`config.mk`:
```
export PLATFORM = sky130hd
export DESIGN_NAME = systolic_multiplier_top
export DESIGN_NICKNAME = d
export VERILOG_FILES = /design/src/sysmul_pkg.sv /design/src/systolic_multiplier_fsm.sv /design/src/multiplicand_shift_reg.sv /design/src/systolic_cell_array.sv /design/src/product_deserializer.sv /design/src/systolic_multiplier_top.sv
export VERILOG_INCLUDE_DIRS = /design/src /design/src/src
export SDC_FILE = /design/constraint.sdc
export NUM_CORES = 1
export LEC_CHECK = 0
export ABC_CLOCK_PERIOD_IN_PS = 1600
export BUFFER_PORTS_ARGS = -buffer_cell sky130_fd_sc_hd__buf_2
export CORE_ASPECT_RATIO = 1.1
export CORE_MARGIN = 2
export CORE_UTILIZATION = 50
export CTS_CLUSTER_DIAMETER = 50
export DETAILED_ROUTE_END_ITERATION = 6
export PLACE_DENSITY_LB_ADDON = 0.25
export SYNTH_ARGS = -nofsm -noshare
export SYNTH_HDL_FRONTEND = slang
export SYNTH_SLANG_ARGS = --single-unit
```
`constraint.sdc`:
```
create_clock -name i_CLK -period 1.6 [get_ports i_CLK]
set_input_delay 0.24 -clock i_CLK [delete_from_list [all_inputs] [get_ports i_CLK]]
set_output_delay 0.24 -clock i_CLK [all_outputs]
set_load 0.02 [all_outputs]
```
`src/sysmul_config.svh`:
```
//------------------------------------------------
// systolic multiplier configuration
// operand width and the derived cycle counts
//------------------------------------------------

`ifndef SYSMUL_CONFIG_SVH
`define SYSMUL_CONFIG_SVH

// operand width N in bits, any value from 2 up
`define SYSMUL_DATA_WIDTH 8

// an N by N product takes 2N serial steps
// one product bit leaves the array per step
`define SYSMUL_CYCLE_END (2 * `SYSMUL_DATA_WIDTH)

// counter must be able to reach SYSMUL_CYCLE_END itself
// so size it for CYCLE_END + 1 distinct values
`define SYSMUL_COUNT_WIDTH $clog2(`SYSMUL_CYCLE_END + 1)

`endif

```
`src/sysmul_pkg.sv`:
```
//------------------------------------------------
// systolic multiplier types
// operand, product, counter, FSM state and the
// operand pair carried on the top level port
//------------------------------------------------

`default_nettype none

`include "sysmul_config.svh"

package sysmul_pkg;

	// one unsigned operand, N bits
	typedef logic [`SYSMUL_DATA_WIDTH-1:0] operand_t;

	// full unsigned product, 2N bits
	typedef logic [2*`SYSMUL_DATA_WIDTH-1:0] product_t;

	// calculation cycle counter, sized to hold SYSMUL_CYCLE_END
	typedef logic [`SYSMUL_COUNT_WIDTH-1:0] calc_count_t;

	// both operands of one multiplication
	// multiplicand goes serial, multiplier stays parallel in the array
	typedef struct packed {
		operand_t multiplicand;
		operand_t multiplier;
	} operand_pair_t;

	// control FSM states
	// idle waits for begin, load fires the load strobe,
	// calc counts out the serial steps, done flags the result
	typedef enum logic [1:0] {
		IDLE = 2'd0,
		LOAD = 2'd1,
		CALC = 2'd2,
		DONE = 2'd3
	} sysmul_state_t;

endpackage

`default_nettype wire

```
`src/systolic_multiplier_fsm.sv`:
```
//------------------------------------------------
// systolic multiplier control FSM
// issues the load strobe, counts the 2N serial
// steps and pulses result ready once per product
//------------------------------------------------

`default_nettype none

`include "sysmul_config.svh"

module systolic_multiplier_fsm (
	input  wire  i_CLK,
	input  wire  i_RESET,
	input  wire  i_clk_enable,
	input  wire  i_begin_mult,
	output logic o_shift_reg_load,
	output logic o_result_ready
);

	import sysmul_pkg::*;

	sysmul_state_t r_current_state;
	sysmul_state_t r_next_state;

	// counts calc cycles, cleared in every other state
	calc_count_t r_calc_counter;

	// next state logic
	always_comb
	begin
		// default is to stay put
		r_next_state = r_current_state;
		case (r_current_state)
			IDLE:
			begin
				// begin is only looked at here
				if (i_begin_mult)
					r_next_state = LOAD;
			end
			LOAD:
			begin
				r_next_state = CALC;
			end
			CALC:
			begin
				// leave once the counter has run the full 2N steps
				if (r_calc_counter == calc_count_t'(`SYSMUL_CYCLE_END))
					r_next_state = DONE;
			end
			DONE:
			begin
				r_next_state = IDLE;
			end
			default:
			begin
				r_next_state = IDLE;
			end
		endcase
	end

	// state register, frozen while the enable is low
	always_ff @(posedge i_CLK)
	begin
		if (i_RESET)
			r_current_state <= IDLE;
		else if (i_clk_enable)
			r_current_state <= r_next_state;
	end

	// calc counter
	always_ff @(posedge i_CLK)
	begin
		if (i_RESET)
			r_calc_counter <= '0;
		else if (i_clk_enable)
		begin
			if (r_current_state == CALC)
				r_calc_counter <= calc_count_t'(r_calc_counter + 1'b1);
			else
				r_calc_counter <= '0;
		end
	end

	// strobes are registered from the state, one enabled cycle late
	// load is seen by the datapath on the edge after LOAD is left
	always_ff @(posedge i_CLK)
	begin
		if (i_RESET)
		begin
			o_shift_reg_load <= 1'b0;
			o_result_ready <= 1'b0;
		end
		else if (i_clk_enable)
		begin
			o_shift_reg_load <= (r_current_state == LOAD);
			o_result_ready <= (r_current_state == DONE);
		end
	end

	// ready may only rise on the edge that leaves DONE
	a_ready_after_done: assert property (
		@(posedge i_CLK) disable iff (i_RESET)
		$rose(o_result_ready) |-> ($past(r_current_state) == DONE)
	);

	// load strobe drops on the very next enabled edge
	a_load_one_cycle: assert property (
		@(posedge i_CLK) disable iff (i_RESET)
		(o_shift_reg_load && i_clk_enable) |=> !o_shift_reg_load
	);

	// the two strobes never overlap
	a_strobes_exclusive: assert property (
		@(posedge i_CLK) disable iff (i_RESET)
		!(o_shift_reg_load && o_result_ready)
	);

endmodule

`default_nettype wire

```
`src/multiplicand_shift_reg.sv`:
```
//------------------------------------------------
// multiplicand shift register
// parallel load, serial out LSB first, zero fill
//------------------------------------------------

`default_nettype none

`include "sysmul_config.svh"

module multiplicand_shift_reg (
	input  wire                  i_CLK,
	input  wire                  i_RESET,
	input  wire                  i_clk_enable,
	input  wire                  i_load,
	input  wire sysmul_pkg::operand_t i_multiplicand,
	output logic                 o_serial_bit
);

	import sysmul_pkg::*;

	operand_t r_shift;

	always_ff @(posedge i_CLK)
	begin
		if (i_RESET)
			r_shift <= '0;
		else if (i_clk_enable)
		begin
			if (i_load)
				r_shift <= i_multiplicand;
			else
				// zeros behind the operand feed the upper N product steps
				r_shift <= r_shift >> 1;
		end
	end

	// bit 0 is the multiplicand bit for the current step
	assign o_serial_bit = r_shift[0];

	// after N enabled shifts the whole operand has left the register
	a_drained_after_n: assert property (
		@(posedge i_CLK) disable iff (i_RESET)
		(i_load && i_clk_enable) |=>
			i_clk_enable [-> `SYSMUL_DATA_WIDTH] ##1 (r_shift == '0)
	);

endmodule

`default_nettype wire

```
`src/systolic_cell_array.sv`:
```
//------------------------------------------------
// systolic multiply-accumulate cell array
// holds the multiplier, takes the multiplicand one
// bit per step and emits one product bit per step
//------------------------------------------------

`default_nettype none

`include "sysmul_config.svh"

module systolic_cell_array (
	input  wire                  i_CLK,
	input  wire                  i_RESET,
	input  wire                  i_clk_enable,
	input  wire                  i_load,
	input  wire sysmul_pkg::operand_t i_multiplier,
	input  wire                  i_serial_bit,
	output logic                 o_product_bit
);

	import sysmul_pkg::*;

	// multiplier bit held by each cell
	operand_t r_multiplier;

	// registered sum and carry of each cell
	operand_t r_sum;
	operand_t r_carry;

	// partial sum arriving at each cell from its upper neighbour
	operand_t w_sum_in;

	// combinational cell results
	operand_t w_sum_next;
	operand_t w_carry_next;

	// sums move down one cell per step as the accumulator shifts right
	// the top cell sees zero
	assign w_sum_in = r_sum >> 1;

	// one multiply-accumulate cell per multiplier bit
	for (genvar i = 0; i < `SYSMUL_DATA_WIDTH; i++)
	begin : g_cell
		// partial product of this cell
		logic w_pp;

		assign w_pp = r_multiplier[i] & i_serial_bit;

		// full add of partial product, incoming sum and own carry
		// carry stays in the cell since it has the same weight after the shift
		assign {w_carry_next[i], w_sum_next[i]} =
			2'(w_pp) + 2'(w_sum_in[i]) + 2'(r_carry[i]);
	end

	always_ff @(posedge i_CLK)
	begin
		if (i_RESET)
		begin
			r_multiplier <= '0;
			r_sum <= '0;
			r_carry <= '0;
		end
		else if (i_clk_enable)
		begin
			if (i_load)
			begin
				// new product starts from an empty accumulator
				r_multiplier <= i_multiplier;
				r_sum <= '0;
				r_carry <= '0;
			end
			else
			begin
				r_sum <= w_sum_next;
				r_carry <= w_carry_next;
			end
		end
	end

	// cell 0 holds the LSB of what is left and so the next product bit
	assign o_product_bit = r_sum[0];

	// with the zero-filled multiplicand the accumulator is empty
	// one step after the last of the 2N product bits sat in cell 0
	a_empty_after_product: assert property (
		@(posedge i_CLK) disable iff (i_RESET)
		(i_load && i_clk_enable) |=>
			i_clk_enable [-> `SYSMUL_CYCLE_END + 1] ##1 (r_sum == '0 && r_carry == '0)
	);

endmodule

`default_nettype wire

```
`src/product_deserializer.sv`:
```
//------------------------------------------------
// product deserializer
// shifts serial product bits into a 2N-bit window
//------------------------------------------------

`default_nettype none

module product_deserializer (
	input  wire                    i_CLK,
	input  wire                    i_RESET,
	input  wire                    i_clk_enable,
	input  wire                    i_product_bit,
	output sysmul_pkg::product_t   o_product
);

	import sysmul_pkg::*;

	// bits enter at the top and walk down,
	// after 2N shifts bit 0 of the product sits at the bottom
	product_t r_window;

	always_ff @(posedge i_CLK)
	begin
		if (i_RESET)
			r_window <= '0;
		else if (i_clk_enable)
			// free running, only valid while result ready is high
			r_window <= {i_product_bit, r_window[$bits(product_t)-1:1]};
	end

	assign o_product = r_window;

endmodule

`default_nettype wire

```
`src/systolic_multiplier_top.sv`:
```
//------------------------------------------------
// bit-serial systolic multiplier top level
// connects the control FSM to the serial datapath
//------------------------------------------------

`default_nettype none

module systolic_multiplier_top (
	input  wire                        i_CLK,
	input  wire                        i_RESET,
	input  wire                        i_clk_enable,
	input  wire                        i_begin_mult,
	input  wire sysmul_pkg::operand_pair_t i_operands,
	output sysmul_pkg::product_t       o_product,
	output logic                       o_result_ready
);

	// load strobe to shift register and array
	logic w_shift_reg_load;

	// multiplicand bit into the array
	logic w_serial_bit;

	// product bit out of the array
	logic w_product_bit;

	systolic_multiplier_fsm u_fsm (
		.i_CLK            (i_CLK),
		.i_RESET          (i_RESET),
		.i_clk_enable     (i_clk_enable),
		.i_begin_mult     (i_begin_mult),
		.o_shift_reg_load (w_shift_reg_load),
		.o_result_ready   (o_result_ready)
	);

	// multiplicand half of the operand pair goes serial
	multiplicand_shift_reg u_shift_reg (
		.i_CLK          (i_CLK),
		.i_RESET        (i_RESET),
		.i_clk_enable   (i_clk_enable),
		.i_load         (w_shift_reg_load),
		.i_multiplicand (i_operands.multiplicand),
		.o_serial_bit   (w_serial_bit)
	);

	// multiplier half is held inside the cells
	systolic_cell_array u_cell_array (
		.i_CLK         (i_CLK),
		.i_RESET       (i_RESET),
		.i_clk_enable  (i_clk_enable),
		.i_load        (w_shift_reg_load),
		.i_multiplier  (i_operands.multiplier),
		.i_serial_bit  (w_serial_bit),
		.o_product_bit (w_product_bit)
	);

	product_deserializer u_deserializer (
		.i_CLK         (i_CLK),
		.i_RESET       (i_RESET),
		.i_clk_enable  (i_clk_enable),
		.i_product_bit (w_product_bit),
		.o_product     (o_product)
	);

endmodule

`default_nettype wire

```
==> qor.yml, run 1 <==
sta:
  max_freq_mhz: 697.0
  rsz0062_at_grt: "false"
  finalClockSkew_ns: 0.008132
  layout_min_cycle_time_ns: 1.435
  setup_tns_ns: 0
  relSlewSlack_pct: 67.46
  setup_viol: 0
  post-route-period-util_pct: 89.67
  slew_violations: 0
  worstMarginPinSlew_ns: 0.4881
  hold_violations: 0
clock_network:
  cts_made_buffers: 9
  cts.clk_slew.worst_paths_ns: 0.06
  cts_root_buffer: "clkbuf_8"
  holdBufCountCts: 0
  cts_tree: "done"
  cts_sinks: 57
  ctsResizeCount: 0
  cts_setup_buffers: 0
  clk_latency_ns: 0.33
  cts_buffer_depth: 2
  htreeDepth: 3
layout:
  final_area_um2: 2850
  final_cells: 353
  drive_gt1_share_pct: 19.19
  area_growth_pct: 14.99
  nets: 326
  diodes: 0
outcome:
  run_status: "finished, final reports clean"
global_routing:
  antenna_found_initial: 0
  grt_max_degree: 31
  grt.overflow.total: 0
  grt_pass1_wl_mm: 7.500
  grt_use_total_pct: 17.26
  grt_pass1_vias: 1723
route:
  finalWirelength_mm: 4.105
  topRoutingLayerUsed: "met4"
  viasPerCell: 5.122
  wl_met2_mm: 1.878
  drcViolationCount: 0
  drtPass1Iterations: 4
  drtAntennaViolNets: 0
  wl_met1_mm: 1.927
  met3_length_um: 177
  avgRoutedWirePerCell_um: 11.63
  vias: 1808
  drtIter0Drc: 69
logic_synthesis:
  synth.cell_area_um2: 2479
  yosysWarnings: 0
  syn_area_per_cell_um2: 9.682
  ys_ff_latch: 57
  synthCells: 256
  synth_commonest_cells: "dfxtp_1 (57), nor2_1 (44), mux2i_1 (26)"
  synth_top_area_share_pct: 46.04
  synth.area.top_cells: "dfxtp_1 (46%), mux2i_1 (10%), nor2_1 (6.7%)"
  yosysTopAreaCell: "dfxtp_1"
  yosysSeqAreaShare_pct: 46.04
  synth_cell_type_count: 25
  synth-async-reset-ratio_pct: 0
  synth_edf_count: 0
  yosysMostFrequentCell: "dfxtp_1"
  synth_ff_type: "dfxtp_1"
  synth_nets: 290
power:
  cellPowerDensity_nw_per_um2: 999.6
  p_leak_nw: 1.150
  peakVddDrop_uv: 600.4
setup_path:
  required_ns: 1.82
  worst-setup-path-type: "reg2reg"
  critical_path.endpoint_type: "flop"
  crit_path_start_kind: "flop"
  worst-r2r-cell-count: 4
  crit_fanout: 9
  cp.arrival_ns: 1.65
floorplanning:
  fp.dieW_um: 71.13
  fp-row-count: 26
  core_um2: 4717
  io_pins: 37
  start_util_pct: 52.55
  fp.dieH_um: 77.85
  dieArea_um2: 5537
place:
  dpl_cell_area_um2: 2700
  gp_congestion: 0.7535
  dp_hpwl_mm: 2.738
  place_inst: 337
  port_buffers: 36
min_path:
  hold_class: "in2reg"
  whs_path_depth: 3
job:
  cap_violations: 0
==> per-layer routing <==
layer / GRT usage [%] / up-vias
li1: - / 926
met3: 4.805 / 9
met1: 20.13 / 836
met5: 0 / -
met4: 11.32 / 0
met2: 27.48 / 37
==> placed cells by master, fill, tap and decap left out, types with 7 or more instances in the layout <==
cell type	count
a21oi_1	11
a2bb2oi_1	13
buf_2	36
clkbuf_1	7
clkbuf_8	9
dfxtp_1	57
fa_1	7
ha_1	7
inv_1	18
mux2i_1	26
nand2_1	19
nand3_1	11
nor2_1	44
==> critical path: stages (launching register included) <==
cell,delay (ns)
dfxtp_1,0.48
nand2_1,0.12
fa_1,0.49
a2bb2oi_1,0.17
nor2_1,0.06
==> state kept, by name (all words and copies together), names as in the netlist <==
signal and cells:
u_cell_array.r_multiplier 8, u_cell_array.r_sum 8, u_cell_array.r_carry 8, u_deserializer.o_product 16, u_fsm.o_result_ready 1, u_shift_reg.r_shift 8
u_fsm.o_shift_reg_load 1, u_fsm.r_current_state 2, u_fsm.r_calc_counter 5
==> area by class of cell <==
type | count | area (um^2)
Tap cell | 56 | 70.07
Fill cell | 421 | 1867
Multi-Input combinational cell | 164 | 1171
Inverter | 18 | 67.56
Clock buffer | 16 | 150.1
Timing Repair Buffer | 42 | 250.2
Sequential cell | 57 | 1141
==> power breakdown <==
| group | internal, W | switching (W) | total [W] |
|---|---|---|---|
| combinational | 0.000132 | 0.000154 | 0.000286 |
| sequential | 0.00146 | 0.0000289 | 0.00149 |
| clock | 0.000567 | 0.000511 | 0.00108 |
| total | 0.00215 | 0.000694 | 0.00285 |
==> path summary, 6_finish.rpt <==
path / startpoint / end / slack, ns
max: u_shift_reg.r_shift[0] / u_cell_array.r_sum[1] / 0.17
min: i_operands[0] / u_cell_array.r_multiplier[0] / 0.17
max reg2reg: u_shift_reg.r_shift[0] / u_cell_array.r_sum[1] / 0.17
min reg2reg: u_cell_array.r_multiplier[6] / u_cell_array.r_multiplier[6] / 0.45
==> through the flow <==
stage,worst slack [ns],util (%),power [W],hold slack (ns)
2_1_floorplan,0.2128,-,0.001736,0.4004
3_3_place_gp,0.2293,57.24,0.001804,0.4422
3_5_place_dp,0.1774,57.24,0.001807,0.4471
4_1_cts,0.1713,60.42,0.002886,0.1579
5_1_grt,0.07731,60.42,0.002975,0.1686
6_report,0.1652,60.42,0.002849,0.1681
==> logic make-up (layout without fill, tap and decap cells) <==
logic type / after synthesis / after routing / share of synthesized area [%]
simple gates: 84 / 84 / 14.49
flops: 57 / 57 / 46.04
compound gates: 37 / 37 / 12.01
buf+inv: 35 / 76 / 6.713
mux: 26 / 26 / 10.50
fa+ha+maj: 14 / 14 / 9.187
xor+xnor: 3 / 3 / 1.060
Power figures use the tool's default switching activity.
==> run 2, diff against run 1 <==
--- a/config.mk
+++ b/config.mk
@@ -10,10 +10,11 @@
 export BUFFER_PORTS_ARGS = -buffer_cell sky130_fd_sc_hd__buf_2
 export CORE_ASPECT_RATIO = 1.1
 export CORE_MARGIN = 2
-export CORE_UTILIZATION = 50
+export CORE_UTILIZATION = 55
 export CTS_CLUSTER_DIAMETER = 50
 export DETAILED_ROUTE_END_ITERATION = 6
 export PLACE_DENSITY_LB_ADDON = 0.25
+export RECOVER_POWER = 100
 export SYNTH_ARGS = -nofsm -noshare
 export SYNTH_HDL_FRONTEND = slang
 export SYNTH_SLANG_ARGS = --single-unit
==> qor.yml, run 2 (synthesis results as in run 1) <==
outcome:
  run_status: "finished, final reports clean"
clock_network:
  cts_root_buffer: "clkbuf_8"
  htreeDepth: 3  # unchanged
  ctsResizeCount: 0  # unchanged
  clk_latency_ns: 0.34  # about the same
  cts_sinks: 57  # unchanged
  cts_buffer_depth: 2  # unchanged
  holdBufCountCts: 0  # unchanged
  cts_tree: "done"
  cts.clk_slew.worst_paths_ns: 0.07  # about the same
  cts_setup_buffers: 0  # unchanged
  cts_made_buffers: 9  # unchanged
place:
  dp_hpwl_mm: 2.876  # +5.0%
  gp_congestion: 0.7078  # -6.1%
  port_buffers: 36  # unchanged
layout:
  fin_util_pct: 66.49  # +6.1 points
  diodes: 0  # unchanged
  layout_commonest_cell: "dfxtp_1"
  drive_gt1_share_pct: 15.10  # -4.1 points
  layout_common_cells: "dfxtp_1 (57), nor2_1 (44), mux2i_1 (26)"
  nets: 327  # +0.31%
  largest_reg_flops: 16  # unchanged
  area_growth_pct: 15.80
route:
  drcViolationCount: 0  # unchanged
  finalWirelength_mm: 4.314  # +5.1%
  viasPerCell: 5.139  # +0.34%
  drtPass1Iterations: 4  # unchanged
  drtAntennaViolNets: 0  # unchanged
  avgRoutedWirePerCell_um: 12.26  # +5.4%
  drtIter0Drc: 70  # +1.4%
  vias: 1809  # +0.055%
sta:
  post-route-period-util_pct: 88.01  # -1.7 points
  rsz0062_at_grt: "false"
  relSlewSlack_pct: 58.40  # -9.1 points
  slew_violations: 0  # unchanged
  worstMarginPinSlew_ns: 0.6241  # +0.1359 ns
  finalClockSkew_ns: 0.006647  # -0.001485 ns
  holdWs_ns: 0.1610  # -0.007120 ns
  layout_min_cycle_time_ns: 1.408  # -0.02659 ns
  setup_viol: 0  # unchanged
  setup_tns_ns: 0  # unchanged
  max_freq_mhz: 710.1  # +1.9%
  hold_violations: 0  # unchanged
floorplanning:
  start_util_pct: 57.42  # +4.9 points
  fp.dieW_um: 68.01  # -4.4%
  fp-row-count: 25  # -3.8%
  fp.dieH_um: 74.41  # -4.4%
  core_um2: 4317  # -8.5%
  dieArea_um2: 5060  # -8.6%
  io_pins: 37  # unchanged
setup_path:
  cp_cell_sequence: "nand2_1 > fa_1 > a2bb2oi_1 > nor2_1"
  worst-setup-path-type: "reg2reg"
  critical_path.endpoint_type: "flop"
  crit_path_start_kind: "flop"
  slowest_delay_ns: 0.51  # +0.02 ns
  crit_fanout: 9  # unchanged
  cp.arrival_ns: 1.63  # -0.02 ns
  critPathSlowestCell: "fa_1"
  required_ns: 1.82  # about the same
global_routing:
  use_met3_pct: 5.144  # +0.34 points
  grt_max_degree: 29  # -6.5%
  grt_pass1_vias: 1747  # +1.4%
  grt_pass1_wl_mm: 7.514  # +0.19%
  antenna_found_initial: 0  # unchanged
  grt_use_total_pct: 20.53  # +3.3 points
  grt.overflow.total: 0  # unchanged
  top_usage_layer: "met2"
  grt_util_met2_pct: 33.12  # +5.6 points
  use_met1_pct: 23.80  # +3.7 points
power:
  cellPowerDensity_nw_per_um2: 1138  # +14%
  peakVddDrop_uv: 813.9  # +36%
  p_leak_nw: 1.105  # -3.9%
job:
  cap_violations: 0  # unchanged
min_path:
  hold_class: "in2reg"
==> run 2: worst paths after layout <==
check	from	endpoint	slack [ns]	depth (start not counted)
worst min-delay path	i_operands[2]	u_cell_array.r_multiplier[2]	0.16	3
worst max register to register	u_shift_reg.r_shift[0]	u_cell_array.r_sum[4]	0.19	4
worst max-delay path	u_shift_reg.r_shift[0]	u_cell_array.r_sum[4]	0.19	4
worst min register to register	u_cell_array.r_multiplier[6]	u_cell_array.r_multiplier[6]	0.46	2
==> run 2: metal layers <==
metal | vias to the layer above | wire length, um
li1 | 924 | -
met3 | 5 | 195
met5 | - | 0
met1 | 842 | 1948
met4 | 0 | 63
met2 | 38 | 2106
==> run 2: worst max-delay path, delay by kind of cell, from the launching register on <==
kind / cells / cell delay [ns]
and+or+nand+nor: 2 / 0.17
adders and majority gates: 1 / 0.51
AOI/OAI and AO/OA: 1 / 0.16
DFF: 1 / 0.46
==> run 2: cell type report <==
class	instances	area [um^2]
inverters	18	67.56
clock buffers	11	151.4
fillers	368	1446
multi-input cells	164	1160
flip-flops and latches	57	1141
well taps	54	67.56
clock inverters	5	77.57
repair buffers	43	205.2
==> run 2: power breakdown <==
group	internal, W	switching (W)	total, W
Clock	0.000955	0.000556	0.00151
Sequential	0.00146	0.0000288	0.00148
Combinational	0.000122	0.000150	0.000272
==> run 2: per-stage QoR <==
step | instance area (um^2) | cells | setup slack (ns) | total power, W
global route | 2870 | 352 | 0.01101 | 0.003421
detailed placement | 2680 | 336 | 0.1723 | 0.001803
global placement | 2680 | 336 | 0.2298 | 0.001795
floorplan | 2479 | 256 | 0.2128 | 0.001736
finish | 2870 | 352 | 0.1918 | 0.003267
CTS | 2909 | 352 | 0.1763 | 0.003329
